===== config.mk =====
export PLATFORM = sky130hd
export DESIGN_NAME = fetch_top
export DESIGN_NICKNAME = d
export VERILOG_FILES = /design/src/common/fetch_pkg.sv /design/src/hw/fetch_top.sv /design/src/hw/icache/icache_array.sv /design/src/hw/icache/icache_refill.sv /design/src/hw/ifu/ifu_ctrl.sv
export VERILOG_INCLUDE_DIRS = /design/src /design/src/common
export SDC_FILE = /design/constraint.sdc
export NUM_CORES = 2
export LEC_CHECK = 0
export BUFFER_PORTS_ARGS = -buffer_cell sky130_fd_sc_hd__buf_2
export CAP_MARGIN = 20
export CORE_MARGIN = 2
export CORE_UTILIZATION = 51
export DETAILED_ROUTE_END_ITERATION = 6
export PLACE_DENSITY = 0.77
export SLEW_MARGIN = 20
export SYNTH_ARGS = -nofsm -noshare
export SYNTH_HDL_FRONTEND = slang
export SYNTH_SLANG_ARGS = --single-unit

===== constraint.sdc =====
create_clock -name clk -period 15.51 [get_ports clk]
set_input_delay 1.551 -clock clk [delete_from_list [all_inputs] [get_ports clk]]
set_output_delay 1.551 -clock clk [all_outputs]
set_load 0.005 [all_outputs]

===== src/common/fetch_macros.svh =====
`ifndef FETCH_MACROS_SVH
`define FETCH_MACROS_SVH

// ********************
// cache geometry
// ********************
`define FETCH_LINE_WORDS 4              // 32-bit words per line
`define FETCH_SETS       16             // direct mapped, one line per set

// ********************
// fetch control
// ********************
`define FETCH_CREDITS    2              // slots in the decode buffer
`define FETCH_RESET_PC   32'h3000_0000

// bursts are only legal inside the SDRAM window
`define FETCH_SDRAM_BASE 32'hA000_0000
`define FETCH_SDRAM_END  32'hBFFF_FFFF

`endif


===== src/common/fetch_pkg.sv =====
`include "fetch_macros.svh"

package fetch_pkg;

    // ********************
    // cache side
    // ********************
    typedef logic [`FETCH_LINE_WORDS*32-1:0] line_t;

    typedef struct packed {
        logic [31:0] pc;
        logic [31:0] inst;                 // zero when fault is set
        logic        fault;
    } fetch_pkt_t;

    typedef struct packed {
        logic [31:0] addr;                 // line aligned
    } refill_req_t;

    typedef struct packed {
        line_t      line;
        logic       fault;
        logic [1:0] fault_idx;             // first word that came back with an error
    } refill_rsp_t;

    // ********************
    // AXI4 read channels
    // ********************
    typedef struct packed {
        logic [31:0] araddr;
        logic [3:0]  arid;
        logic [7:0]  arlen;
        logic [2:0]  arsize;
        logic [1:0]  arburst;
    } axi_ar_t;

    typedef struct packed {
        logic [31:0] rdata;
        logic [1:0]  rresp;
        logic        rlast;
        logic [3:0]  rid;
    } axi_r_t;

    localparam logic [1:0] AXI_BURST_FIXED = 2'b00;
    localparam logic [1:0] AXI_BURST_INCR  = 2'b01;
    localparam logic [1:0] AXI_RESP_OKAY   = 2'b00;

endpackage


===== src/hw/fetch_top.sv =====
`timescale 1ns/10ps

module fetch_top (
    input  logic                  clk,
    input  logic                  rst,
    output logic                  ar_valid,
    input  logic                  ar_ready,
    output fetch_pkg::axi_ar_t    ar,
    input  logic                  r_valid,
    output logic                  r_ready,
    input  fetch_pkg::axi_r_t     r,
    output logic                  pkt_valid,
    output fetch_pkg::fetch_pkt_t pkt,
    input  logic                  credit_return,
    input  logic                  redirect_valid,
    input  logic [31:0]           redirect_pc
);
    logic [31:0]            lookup_addr;
    logic                   hit;
    logic [31:0]            hit_inst;
    logic                   refill_req_valid;
    fetch_pkg::refill_req_t refill_req;
    logic                   refill_rsp_valid;
    fetch_pkg::refill_rsp_t refill_rsp;

    ifu_ctrl u_ifu_ctrl (
        .clk              (clk),
        .rst              (rst),
        .lookup_addr      (lookup_addr),
        .hit              (hit),
        .hit_inst         (hit_inst),
        .refill_req_valid (refill_req_valid),
        .refill_req       (refill_req),
        .refill_rsp_valid (refill_rsp_valid),
        .refill_rsp       (refill_rsp),
        .redirect_valid   (redirect_valid),
        .redirect_pc      (redirect_pc),
        .credit_return    (credit_return),
        .pkt_valid        (pkt_valid),
        .pkt              (pkt)
    );

    // the line is written at the index and tag of the held request
    icache_array u_icache_array (
        .clk         (clk),
        .rst         (rst),
        .lookup_addr (lookup_addr),
        .hit         (hit),
        .hit_inst    (hit_inst),
        .fill_valid  (refill_rsp_valid),
        .fill_addr   (refill_req.addr),
        .fill_line   (refill_rsp.line),
        .fill_fault  (refill_rsp.fault)
    );

    icache_refill u_icache_refill (
        .clk       (clk),
        .rst       (rst),
        .req_valid (refill_req_valid),
        .req       (refill_req),
        .rsp_valid (refill_rsp_valid),
        .rsp       (refill_rsp),
        .ar_valid  (ar_valid),
        .ar_ready  (ar_ready),
        .ar        (ar),
        .r_valid   (r_valid),
        .r_ready   (r_ready),
        .r         (r)
    );

endmodule


===== src/hw/icache/icache_array.sv =====
`timescale 1ns/10ps
`include "fetch_macros.svh"

module icache_array (
    input  logic             clk,
    input  logic             rst,
    input  logic [31:0]      lookup_addr,
    output logic             hit,
    output logic [31:0]      hit_inst,
    input  logic             fill_valid,
    input  logic [31:0]      fill_addr,
    input  fetch_pkg::line_t fill_line,
    input  logic             fill_fault
);
    localparam int WORD_W = $clog2(`FETCH_LINE_WORDS);
    localparam int OFF_W  = WORD_W + 2;
    localparam int IDX_W  = $clog2(`FETCH_SETS);
    localparam int TAG_W  = 32 - IDX_W - OFF_W;

    logic [TAG_W-1:0]  tags  [`FETCH_SETS];
    fetch_pkg::line_t  lines [`FETCH_SETS];
    logic [`FETCH_SETS-1:0] valid;

    logic [IDX_W-1:0]  lk_idx;
    logic [TAG_W-1:0]  lk_tag;
    logic [WORD_W-1:0] lk_word;
    logic [IDX_W-1:0]  fill_idx;
    logic [TAG_W-1:0]  fill_tag;
    logic              fill_we;
    fetch_pkg::line_t  lk_line;

    // ********************
    // lookup
    // ********************
    assign lk_idx  = lookup_addr[OFF_W +: IDX_W];
    assign lk_tag  = lookup_addr[31 -: TAG_W];
    assign lk_word = lookup_addr[OFF_W-1:2];
    assign lk_line = lines[lk_idx];

    assign hit      = valid[lk_idx] && (tags[lk_idx] == lk_tag);
    assign hit_inst = lk_line[32*lk_word +: 32];

    // ********************
    // line fill
    // ********************
    assign fill_idx = fill_addr[OFF_W +: IDX_W];
    assign fill_tag = fill_addr[31 -: TAG_W];
    assign fill_we  = fill_valid && !fill_fault;   // a faulted line never lands in the cache

    always_ff @(posedge clk or posedge rst) begin
        if (rst) begin
            valid <= '0;
        end else if (fill_we) begin
            valid[fill_idx] <= 1'b1;
        end
    end

    always_ff @(posedge clk) begin
        if (fill_we) begin
            tags[fill_idx]  <= fill_tag;
            lines[fill_idx] <= fill_line;
        end
    end

endmodule


===== src/hw/icache/icache_refill.sv =====
`timescale 1ns/10ps
`include "fetch_macros.svh"

module icache_refill (
    input  logic                   clk,
    input  logic                   rst,
    input  logic                   req_valid,
    input  fetch_pkg::refill_req_t req,
    output logic                   rsp_valid,
    output fetch_pkg::refill_rsp_t rsp,
    output logic                   ar_valid,
    input  logic                   ar_ready,
    output fetch_pkg::axi_ar_t     ar,
    input  logic                   r_valid,
    output logic                   r_ready,
    input  fetch_pkg::axi_r_t      r
);
    localparam int WORD_W = $clog2(`FETCH_LINE_WORDS);

    localparam logic [1:0] S_IDLE = 2'd0;
    localparam logic [1:0] S_AR   = 2'd1;
    localparam logic [1:0] S_R    = 2'd2;

    logic [1:0]        state;
    logic [WORD_W-1:0] beat;
    logic              burst_mode;
    logic              in_sdram;
    logic              start;
    logic              r_fire;
    logic              bad_resp;
    logic              last_beat;

    assign in_sdram = (req.addr >= `FETCH_SDRAM_BASE) && (req.addr <= `FETCH_SDRAM_END);
    // the controller still holds its request while the response pulses
    assign start    = (state == S_IDLE) && req_valid && !rsp_valid;
    assign r_fire   = r_valid && r_ready;
    assign bad_resp = r.rresp != fetch_pkg::AXI_RESP_OKAY;

    // a burst always drains to rlast, single reads stop at the first error
    assign last_beat = burst_mode ? r.rlast : (bad_resp || beat == '1);

    // ********************
    // channel control
    // ********************
    always_ff @(posedge clk or posedge rst) begin
        if (rst) begin
            state      <= S_IDLE;
            beat       <= '0;
            burst_mode <= 1'b0;
            ar_valid   <= 1'b0;
            r_ready    <= 1'b0;
            rsp_valid  <= 1'b0;
        end else begin
            rsp_valid <= 1'b0;
            case (state)
                S_IDLE: begin
                    if (start) begin
                        ar_valid   <= 1'b1;
                        beat       <= '0;
                        burst_mode <= in_sdram;
                        state      <= S_AR;
                    end
                end
                S_AR: begin
                    if (ar_ready) begin
                        ar_valid <= 1'b0;
                        r_ready  <= 1'b1;
                        state    <= S_R;
                    end
                end
                S_R: begin
                    if (r_valid) begin
                        beat <= beat + 1'b1;
                        if (last_beat) begin
                            r_ready   <= 1'b0;
                            rsp_valid <= 1'b1;
                            state     <= S_IDLE;
                        end else if (!burst_mode) begin
                            r_ready  <= 1'b0;     // next single read
                            ar_valid <= 1'b1;
                            state    <= S_AR;
                        end
                    end
                end
                default: state <= S_IDLE;
            endcase
        end
    end

    // ********************
    // address and line data
    // ********************
    always_ff @(posedge clk) begin
        if (start) begin
            ar.araddr     <= req.addr;
            ar.arid       <= 4'h0;
            ar.arsize     <= 3'd2;                   // word beats
            ar.arlen      <= in_sdram ? 8'(`FETCH_LINE_WORDS - 1) : 8'd0;
            ar.arburst    <= in_sdram ? fetch_pkg::AXI_BURST_INCR : fetch_pkg::AXI_BURST_FIXED;
            rsp.fault     <= 1'b0;
            rsp.fault_idx <= 2'd0;
        end
        if (r_fire) begin
            if (!rsp.fault) begin
                if (bad_resp) begin
                    rsp.fault     <= 1'b1;
                    rsp.fault_idx <= beat;
                end else begin
                    rsp.line[32*beat +: 32] <= r.rdata;
                end
            end
            if (!burst_mode && !last_beat) begin
                ar.araddr <= ar.araddr + 32'd4;
            end
        end
    end

endmodule


===== src/hw/ifu/ifu_ctrl.sv =====
`timescale 1ns/10ps
`include "fetch_macros.svh"

module ifu_ctrl (
    input  logic                   clk,
    input  logic                   rst,
    output logic [31:0]            lookup_addr,
    input  logic                   hit,
    input  logic [31:0]            hit_inst,
    output logic                   refill_req_valid,
    output fetch_pkg::refill_req_t refill_req,
    input  logic                   refill_rsp_valid,
    input  fetch_pkg::refill_rsp_t refill_rsp,
    input  logic                   redirect_valid,
    input  logic [31:0]            redirect_pc,
    input  logic                   credit_return,
    output logic                   pkt_valid,
    output fetch_pkg::fetch_pkt_t  pkt
);
    localparam int CREDIT_W = $clog2(`FETCH_CREDITS + 1);
    localparam int WORD_W   = $clog2(`FETCH_LINE_WORDS);
    localparam int OFF_W    = WORD_W + 2;

    localparam logic [1:0] S_IDLE    = 2'd0;
    localparam logic [1:0] S_MISS    = 2'd1;
    localparam logic [1:0] S_DELIVER = 2'd2;   // line is back but no credit yet

    logic [1:0]          state;
    logic [31:0]         pc;
    logic [CREDIT_W-1:0] credits;
    logic                kill;                  // redirect arrived while the refill ran
    logic                has_credit;
    logic                send;
    logic [WORD_W-1:0]   word_sel;
    logic [31:0]         miss_inst;
    logic                miss_fault;
    logic [31:0]         hold_inst;
    logic                hold_fault;
    logic [31:0]         out_inst;
    logic                out_fault;

    assign lookup_addr = pc;
    assign has_credit  = credits != '0;
    assign word_sel    = pc[OFF_W-1:2];

    // words ahead of the failing beat are still good
    assign miss_fault = refill_rsp.fault && (word_sel >= refill_rsp.fault_idx);
    assign miss_inst  = miss_fault ? 32'h0 : refill_rsp.line[32*word_sel +: 32];

    always_comb begin
        send      = 1'b0;
        out_inst  = hit_inst;
        out_fault = 1'b0;
        case (state)
            S_IDLE: begin
                send = hit && has_credit && !redirect_valid;
            end
            S_MISS: begin
                send      = refill_rsp_valid && !kill && has_credit && !redirect_valid;
                out_inst  = miss_inst;
                out_fault = miss_fault;
            end
            S_DELIVER: begin
                send      = has_credit && !redirect_valid;
                out_inst  = hold_inst;
                out_fault = hold_fault;
            end
            default: send = 1'b0;
        endcase
    end

    // ********************
    // credit counter
    // ********************
    always_ff @(posedge clk or posedge rst) begin
        if (rst) begin
            credits <= CREDIT_W'(`FETCH_CREDITS);
        end else begin
            credits <= credits + CREDIT_W'(credit_return) - CREDIT_W'(send);
        end
    end

    // ********************
    // pc and fetch FSM
    // ********************
    always_ff @(posedge clk or posedge rst) begin
        if (rst) begin
            state            <= S_IDLE;
            pc               <= `FETCH_RESET_PC;
            kill             <= 1'b0;
            pkt_valid        <= 1'b0;
            refill_req_valid <= 1'b0;
        end else begin
            pkt_valid <= send;
            if (redirect_valid) begin
                pc <= redirect_pc;
            end else if (send) begin
                pc <= pc + 32'd4;
            end
            case (state)
                S_IDLE: begin
                    if (!redirect_valid && !hit) begin
                        refill_req_valid <= 1'b1;
                        kill             <= 1'b0;
                        state            <= S_MISS;
                    end
                end
                S_MISS: begin
                    if (redirect_valid) begin
                        kill <= 1'b1;
                    end
                    if (refill_rsp_valid) begin
                        refill_req_valid <= 1'b0;
                        if (kill || redirect_valid || has_credit) begin
                            state <= S_IDLE;        // sent now or dropped as stale
                        end else begin
                            state <= S_DELIVER;
                        end
                    end
                end
                S_DELIVER: begin
                    if (redirect_valid || has_credit) begin
                        state <= S_IDLE;
                    end
                end
                default: state <= S_IDLE;
            endcase
        end
    end

    always_ff @(posedge clk) begin
        if (state == S_IDLE && !hit) begin
            refill_req.addr <= {pc[31:OFF_W], {OFF_W{1'b0}}};
        end
        if (state == S_MISS && refill_rsp_valid) begin
            hold_inst  <= miss_inst;
            hold_fault <= miss_fault;
        end
        if (send) begin
            pkt.pc    <= pc;
            pkt.inst  <= out_inst;
            pkt.fault <= out_fault;
        end
    end

endmodule


Yosys cells after proc, flatten, opt, wreduce, memory -nomap -nowiden
Memories as Yosys holds them, arrays and structs flattened.
Cells that the tools add are included.
Word-level totals
  flip-flop bits (word level): 362
  RAM bits: 2432
  bits of input ports: 77
  output and inout port bits: 117
  memories kept: 2
Memories
  u_icache_array.lines: words 16, width 128, rd ports 1, clocked after memory_dff 0, wr ports 1, RTL line icache_array.sv:21  | fetch_pkg::line_t lines [`FETCH_SETS];
  u_icache_array.tags: words 16, width 24, rd ports 1, clocked after memory_dff 0, wr ports 1, RTL line icache_array.sv:20  | logic [TAG_W-1:0] tags [`FETCH_SETS];
Cells by class
  $add $sub $neg: 6
  $lt $le $gt $ge: 6
  equal/unequal tests: 16
  shift operators: 4
  multiplexer cells: 57
  bitwise gates (word level): 3
  reduce and logical (&&, ||, !) cells: 47
Operators by type and width (number)
  128-bit by 8-bit indexed part select with 32-bit output: 2
  32-bit 2-to-1 mux: 5
  128-bit bitwise mux: 1
  32-bit by 34-bit variable shift with 128-bit output, first input constant: 1
  32-bit by 34-bit indexed part select with 128-bit output: 1
  32-bit by 3-bit adder with 32-bit output, second input constant: 2
  32-bit case mux with 2 select lines: 1
  49-bit 2-to-1 mux: 1
  7-bit negation with 34-bit output: 1
  32-bit >= comparator, second input constant: 1
  32-bit less-or-equal comparator, second input constant: 1
  24-bit == test: 1
  2-bit 2-to-1 mux: 12
  1-bit 2-to-1 mux: 22
  1-bit logical AND: 18
  16-bit OR: 1
  3-bit AND reduction: 5
  3-bit 2-to-1 mux: 4
  2-bit case mux with 3 select lines: 2
  2-bit nonzero test: 6
  4-bit by 5-bit < comparator with 1-bit output, second input constant: 2
  2-bit inequality test, second input constant: 5
  2-bit by 1-bit inequality test with 1-bit output, second input constant: 4
  1-bit case mux with 2 select lines: 4
  other kinds (20): 36

Longest topological paths before layout
  depth in word-level cells: 8
  gate-level depth with buffers: 18
  mapped depth without buffers: 14

Hierarchy
Synthesis repeated with hierarchy kept, for this count alone.
Second synthesis, totals
  cells, all modules: 4801
  area, all modules: 108208.8 um^2
Modules (own cells, without submodules)
  icache_array: instances 1, cells an instance 3640, area an instance 93143.1 um^2
  ifu_ctrl: instances 1, cells an instance 573, area an instance 7742.4 um^2
  icache_refill: instances 1, cells an instance 588, area an instance 7323.3 um^2

Worst setup path after synthesis
Ideal clock, no wire load.
  kind: register to register
  start: register u_ifu_ctrl.refill_req[5] (netlist name)
  end: register u_icache_array.valid[0]
  data arrival time: 12.088 ns
  required time: 15.379 ns
  path slack: 3.291 ns
  cell stages (with the launch flop): 4
  buffers on the path: 0
  cells stage by stage: edfxtp_1 -> or3_1 -> nor3_1 -> or2_2
Between the ends
  cells in the longest elaborated chain, start to end: 5
  elaborated cells on any way between the ends: 6
  classes of those cells: order compare (2); mux (2); bitwise (1); reduce/logical (1)
RTL lines
  4-bit by 5-bit < comparator with 1-bit output (implied by the code) or 4-bit by 1-bit >= comparator with 1-bit output (tied branches): RTL line icache_array.sv:54  | valid[fill_idx] <= 1'b1;
  1-bit logical AND (implied by the code): RTL line icache_array.sv:54
  1-bit 2-to-1 mux (implied by the code): RTL line icache_array.sv:54
  1-bit demux with 4-bit select (*)
  16-bit OR (no line) (*)
  to (signal assigned): RTL line icache_array.sv:52  | valid <= '0;
  to (signal, indexed assignment): RTL line icache_array.sv:54
  to (decl): RTL line icache_array.sv:22  | logic [`FETCH_SETS-1:0] valid;
Every way passes the cells marked *; elsewhere a longest branch is shown, timed or not.
A chain may end at the register's enable or synchronous reset.

Final worst setup path
  start: register u_ifu_ctrl.pc[5], in the netlist u_ifu_ctrl.lookup_addr[5]
  end: register u_ifu_ctrl.pkt[14] (netlist name)
Between the ends
  cells in the longest elaborated chain, start to end: 6
  elaborated cells on any way between the ends: 8
  classes of those cells: eq/ne (1); mux (3); reduce/logical (3); memory (1)
RTL lines
  from (decl): RTL line ifu_ctrl.sv:29  | logic [31:0] pc;
  from (signal assigned): RTL line ifu_ctrl.sv:89  | pc <= `FETCH_RESET_PC;
  from (signal assigned): RTL line ifu_ctrl.sv:96  | pc <= redirect_pc;
  from (signal assigned): RTL line ifu_ctrl.sv:98  | pc <= pc + 32'd4;
  memory read 16 x 24 bit or 1-bit binary-select mux with 4-bit select (tied branches)
  24-bit == test or 1-bit 2-to-1 mux (tied branches): RTL line icache_array.sv:40  | assign hit = valid[lk_idx] && (tags[lk_idx] == lk_tag);
  1-bit logical AND (*): RTL line icache_array.sv:40
  1-bit logical AND (*) (2 in series): RTL line ifu_ctrl.sv:56  | send = hit && has_credit && !redirect_valid;
  1-bit case mux with 3 select lines (*): RTL line ifu_ctrl.sv:54  | case (state)
  named net u_ifu_ctrl.send: RTL line ifu_ctrl.sv:33  | logic send;
Mark *: on every way through the listed nets, which the timed path passes. The rest lies on a longest branch. The select of a mux whose other input is x is not followed.

==> impl_metrics.prom <==
# TYPE chip_impl_metric gauge
chip_impl_metric{name="finalHoldViolations",unit=""} 0
chip_impl_metric{name="layoutNonFillerInstCount",unit=""} 8162
chip_impl_info{name="postSynth.topFlopCell",value="sky130_fd_sc_hd__edfxtp_1"} 1
chip_impl_metric{name="critPathRequiredTime",unit="ns"} 15.99
chip_impl_metric{name="p_leak",unit="nW"} 37.8
chip_impl_metric{name="vias_in_the_first_global_route",unit=""} 55100
chip_impl_metric{name="routedWlPerCell",unit="microns"} 34.7
chip_impl_info{name="rsz0062_at_grt",value="false"} 1
chip_impl_metric{name="clock_tree.buffer_depth",unit=""} 3
chip_impl_metric{name="synthAdderAreaFrac",unit="%"} 0.242
chip_impl_info{name="main_combinational_cell_family_by_area_after_synthesis",value="multiplexers"} 1
chip_impl_metric{name="setup_slack",unit="ns"} 8.53
chip_impl_metric{name="ant_nets",unit=""} 0
chip_impl_info{name="timing.critical_path.cells",value="buf_4 > buf_4 > mux4_2 > mux2i_1 > o21ai_0 > nor3_1 > a21oi_1 > nor3_2 > and4b_4 > nor2_4 > inv_4 > buf_4"} 1
chip_impl_metric{name="detail_route.first_pass.iterations",unit=""} 5
chip_impl_metric{name="postCtsHoldBufs",unit=""} 0
chip_impl_metric{name="final.setup.tns",unit="ns"} 0
chip_impl_metric{name="post-place-ws",unit="ns"} 8.61
chip_impl_metric{name="report.final.slew_viol_count",unit=""} 0
chip_impl_metric{name="synth_async_reset_ratio",unit="%"} 2.26
chip_impl_metric{name="route.final.wire_length",unit="microns"} 283000
chip_impl_metric{name="areaGrowthSynthToFinish",unit="%"} 11.3
chip_impl_metric{name="clock_latency",unit="ns"} 0.90
chip_impl_metric{name="first_iter_violations",unit=""} 9492
chip_impl_metric{name="path_buf_inv",unit=""} 4
chip_impl_metric{name="drt_drc_violations_left",unit=""} 0
chip_impl_metric{name="synth.distinct_cells",unit=""} 84
chip_impl_info{name="clock_tree.root_cell",value="sky130_fd_sc_hd__clkbuf_16"} 1
chip_impl_metric{name="ctsResizeCount",unit=""} 0
chip_impl_metric{name="placed_cells",unit=""} 7683
chip_impl_metric{name="finalHoldWorstSlack",unit="ns"} 0.451
chip_impl_metric{name="post-route-min-period",unit="ns"} 6.98
chip_impl_metric{name="layout-drive-gt1-share",unit="%"} 28.4
chip_impl_metric{name="synth_sequential_area_ratio",unit="%"} 76.4
chip_impl_metric{name="grt_usage",unit="%"} 26.0
chip_impl_metric{name="fp.dieW",unit="microns"} 465
chip_impl_metric{name="initial_utilization",unit="%"} 51.3
chip_impl_metric{name="place.gp.congestion",unit=""} 0.866
chip_impl_metric{name="number_of_vias_per_cell_after_detailed_routing",unit=""} 6.71
chip_impl_metric{name="design.die.area",unit="sq um"} 217000
chip_impl_metric{name="post_synth_mux_area_share",unit="%"} 17.2
chip_impl_info{name="outcome",value="complete, no violations"} 1
chip_impl_metric{name="fin_skew",unit="ns"} 0.0319
chip_impl_info{name="cp-start-kind",value="flip-flop"} 1
chip_impl_info{name="crit_path_max_delay_cell_type",value="sky130_fd_sc_hd__dfrtp_4"} 1
chip_impl_metric{name="boundaryPins",unit=""} 194
chip_impl_metric{name="critical_path.max_stage_delay",unit="ns"} 0.98
chip_impl_metric{name="initial_antenna_violation_count",unit=""} 27
chip_impl_info{name="crit_family",value="buffers and inverters"} 1
chip_impl_info{name="hold_path_class",value="flip-flop to flip-flop"} 1
chip_impl_metric{name="worst_ep_arrival_time",unit="ns"} 7.46
chip_impl_info{name="ys_top_cells_by_area",value="sky130_fd_sc_hd__edfxtp_1, sky130_fd_sc_hd__mux4_2, sky130_fd_sc_hd__dfrtp_1"} 1
chip_impl_metric{name="cts.htree.levels",unit=""} 4
chip_impl_metric{name="cts_setup_buffers",unit=""} 0
chip_impl_metric{name="synth_xor_area_share",unit="%"} 0.435
chip_impl_metric{name="post_syn_instances",unit=""} 4851
chip_impl_info{name="tritoncts",value="built"} 1
chip_impl_metric{name="floorplan_row_count",unit=""} 169
chip_impl_metric{name="hpwlAfterDp",unit="microns"} 131000
chip_impl_metric{name="final_net_count",unit=""} 5204
chip_impl_metric{name="grt_pass1_wl",unit="microns"} 403000
chip_impl_metric{name="max_freq",unit="MHz"} 143
chip_impl_metric{name="synth_top_area_share",unit="%"} 74.3
chip_impl_metric{name="power",unit="W"} 0.0172
chip_impl_metric{name="ys_seq_elements",unit=""} 2785
chip_impl_metric{name="grt_overflow_total",unit=""} 0
chip_impl_info{name="timing.setup.critical_path_class",value="flip-flop to flip-flop"} 1
chip_impl_metric{name="worst_ir_drop_vdd",unit="V"} 0.000117
chip_impl_metric{name="synth_edf_count",unit=""} 2689
chip_impl_metric{name="setup_viol",unit=""} 0
chip_impl_metric{name="period_share",unit="%"} 45.0
chip_impl_metric{name="grt_max_degree",unit=""} 137
chip_impl_metric{name="number_of_maximum_capacitance_constraint_violations",unit=""} 0
chip_impl_metric{name="syn-mean-instance-area",unit="sq um"} 22.4
chip_impl_metric{name="path_max_fanout",unit=""} 61
chip_impl_metric{name="clk_transition_reported_paths",unit="ns"} 0.07
chip_impl_metric{name="yosysWarningCount",unit=""} 0
chip_impl_metric{name="cts_made_buffers",unit=""} 241
chip_impl_metric{name="post_synth_and_or_nand_nor_area_fraction",unit="%"} 2.56
chip_impl_info{name="yosys.area.top_type",value="sky130_fd_sc_hd__edfxtp_1"} 1
chip_impl_metric{name="timing_worst_slew_pin_value",unit="ns"} 1.33
chip_impl_info{name="crit_top_cell",value="sky130_fd_sc_hd__buf_4"} 1
chip_impl_metric{name="timing.max_slew.rel_slack",unit="%"} 11.4
chip_impl_metric{name="post_synth_instance_area",unit="sq um"} 109000
chip_impl_metric{name="coreArea",unit="sq um"} 212000
chip_impl_metric{name="numPortBuffers",unit=""} 175
chip_impl_info{name="cp-end-kind",value="flip-flop"} 1
chip_impl_metric{name="pwr_per_cell_area",unit="nW/um^2"} 142
chip_impl_metric{name="synth_compound_area_share",unit="%"} 1.76
chip_impl_metric{name="tritoncts_num_sinks",unit=""} 2785
chip_impl_metric{name="num_vias",unit=""} 54700
chip_impl_metric{name="floorplan.die.height",unit="microns"} 465
-- cell usage in the layout (no fill, tap or decap), types with 20 or more instances in the layout --
master | synthesis | routed
sky130_fd_sc_hd__a211oi_1 | 27 | 27
sky130_fd_sc_hd__a21oi_1 | 75 | 74
sky130_fd_sc_hd__a22oi_1 | 43 | 43
sky130_fd_sc_hd__and2_1 | 139 | 135
sky130_fd_sc_hd__buf_2 | 14 | 175
sky130_fd_sc_hd__buf_4 | 22 | 76
sky130_fd_sc_hd__bufinv_16 | 0 | 34
sky130_fd_sc_hd__clkbuf_1 | 140 | 29
sky130_fd_sc_hd__clkbuf_16 | 0 | 242
sky130_fd_sc_hd__clkinv_1 | 2 | 56
sky130_fd_sc_hd__clkinv_2 | 0 | 57
sky130_fd_sc_hd__dfrtp_1 | 60 | 54
sky130_fd_sc_hd__dfxtp_1 | 33 | 33
sky130_fd_sc_hd__edfxtp_1 | 2689 | 2689
sky130_fd_sc_hd__inv_1 | 37 | 34
sky130_fd_sc_hd__mux2i_1 | 65 | 65
sky130_fd_sc_hd__mux4_1 | 20 | 20
sky130_fd_sc_hd__mux4_2 | 766 | 766
sky130_fd_sc_hd__nand2_1 | 90 | 90
sky130_fd_sc_hd__nand3_1 | 30 | 30
sky130_fd_sc_hd__nor2_1 | 118 | 106
sky130_fd_sc_hd__nor2b_1 | 40 | 39
sky130_fd_sc_hd__o21ai_0 | 47 | 47
sky130_fd_sc_hd__xnor2_1 | 40 | 40
-- worst register-to-register path: stages (launching register included) --
cell and delay, ns:
sky130_fd_sc_hd__dfrtp_4 0.98, sky130_fd_sc_hd__buf_4 0.92, sky130_fd_sc_hd__buf_4 0.87, sky130_fd_sc_hd__mux4_2 0.64
sky130_fd_sc_hd__mux2i_1 0.36, sky130_fd_sc_hd__o21ai_0 0.13, sky130_fd_sc_hd__nor3_1 0.23, sky130_fd_sc_hd__a21oi_1 0.08
sky130_fd_sc_hd__nor3_2 0.54, sky130_fd_sc_hd__and4b_4 0.39, sky130_fd_sc_hd__nor2_4 0.09, sky130_fd_sc_hd__inv_4 0.37
sky130_fd_sc_hd__buf_4 0.83
-- report_power, final --
part / switching (W) / total, W / internal [W]
Combinational: 0.00124 / 0.00204 / 0.000793
Sequential: 0.000369 / 0.00900 / 0.00863
Clock: 0.00275 / 0.00619 / 0.00344
Total: 0.00436 / 0.0172 / 0.0129
-- per-layer routing --
layer  GRT usage (%)  wire (microns)  vias up
li1                -               -    20900
met1            34.3           96800    28500
met2            41.8          139000     4635
met3            5.85           34400      687
met4            11.3           12900       12
met5               0              69        -
-- flip-flops by register name, summed over array words and instances, names as in the netlist, 2 cells and up --
register	flops
u_ifu_ctrl.refill_req	28
u_ifu_ctrl.state	2
u_ifu_ctrl.lookup_addr	32
u_icache_refill.ar	33
u_icache_refill.rsp	131
u_icache_array.lines	2048
u_ifu_ctrl.pkt	65
u_ifu_ctrl.hold_inst	32
u_icache_array.valid	16
u_ifu_ctrl.credits	2
u_icache_array.tags	384
u_icache_refill.state	2
u_icache_refill.beat	2
-- Yosys cell counts, drive strengths merged, types with 7 or more instances --
cell type	instances
o2111ai	7
a211oi	27
clkbuf	152
nor2	119
ha	21
mux2i	65
mux4	786
xor2	14
mux2	19
o21ai	47
a31oi	13
and2	141
a311oi	8
dfxtp	33
o31ai	8
nand3	30
nor3	19
nand2b	8
nand2	90
dfrtp	60
a21oi	75
nor2b	41
and3	16
o22ai	13
buf	117
inv	41
a2111oi	7
edfxtp	2689
nand4	9
or2	19
xnor2	40
a22oi	43
-- cell families after synthesis --
kind of cell             count (synthesis)
XOR/XNOR                                54
AO/OA/AOI/OAI                          287
AND/OR/NAND/NOR                        520
flip-flops                            2785
adder cells (fa/ha/maj)                 21
buffers and inverters                  312
multiplexers                           870
other                                    2
-- final timing paths --
| path | from | end | slack, ns | cells past startpoint |
|---|---|---|---|---|
| max | u_ifu_ctrl.lookup_addr[5] | u_ifu_ctrl.pkt[14] | 8.53 | 12 |
| min | u_ifu_ctrl.lookup_addr[1] | u_ifu_ctrl.pkt[34] | 0.45 | 0 |
| max reg2reg | u_ifu_ctrl.lookup_addr[5] | u_ifu_ctrl.pkt[14] | 8.53 | 12 |
| min reg2reg | u_ifu_ctrl.lookup_addr[1] | u_ifu_ctrl.pkt[34] | 0.45 | 0 |
| max in group asynchronous | rst | u_ifu_ctrl.lookup_addr[5] | 13.93 | 3 |
| min in group asynchronous | rst | u_ifu_ctrl.pkt_valid | 0.89 | 3 |
-- metrics by stage --
step	utilization (%)	area, sq um
3_5_place_dp	53.2	113000
5_1_grt	57.1	121000
4_1_cts	57.0	121000
2_1_floorplan	-	109000
6_report	57.1	121000
3_3_place_gp	53.2	113000
-- layout make-up --
class                           instances  area, sq um
Antenna cell                           19         47.5
Clock buffer                          274         6210
Clock inverter                        185         1890
Fill cell                           14500        90900
Inverter                               43          174
Multi-Input combinational cell       1766        24300
Sequential cell                      2785        83000
Tap cell                             2821         3530
Timing Repair Buffer                  269         1800
Note: power is estimated with default switching activity, not from simulation.
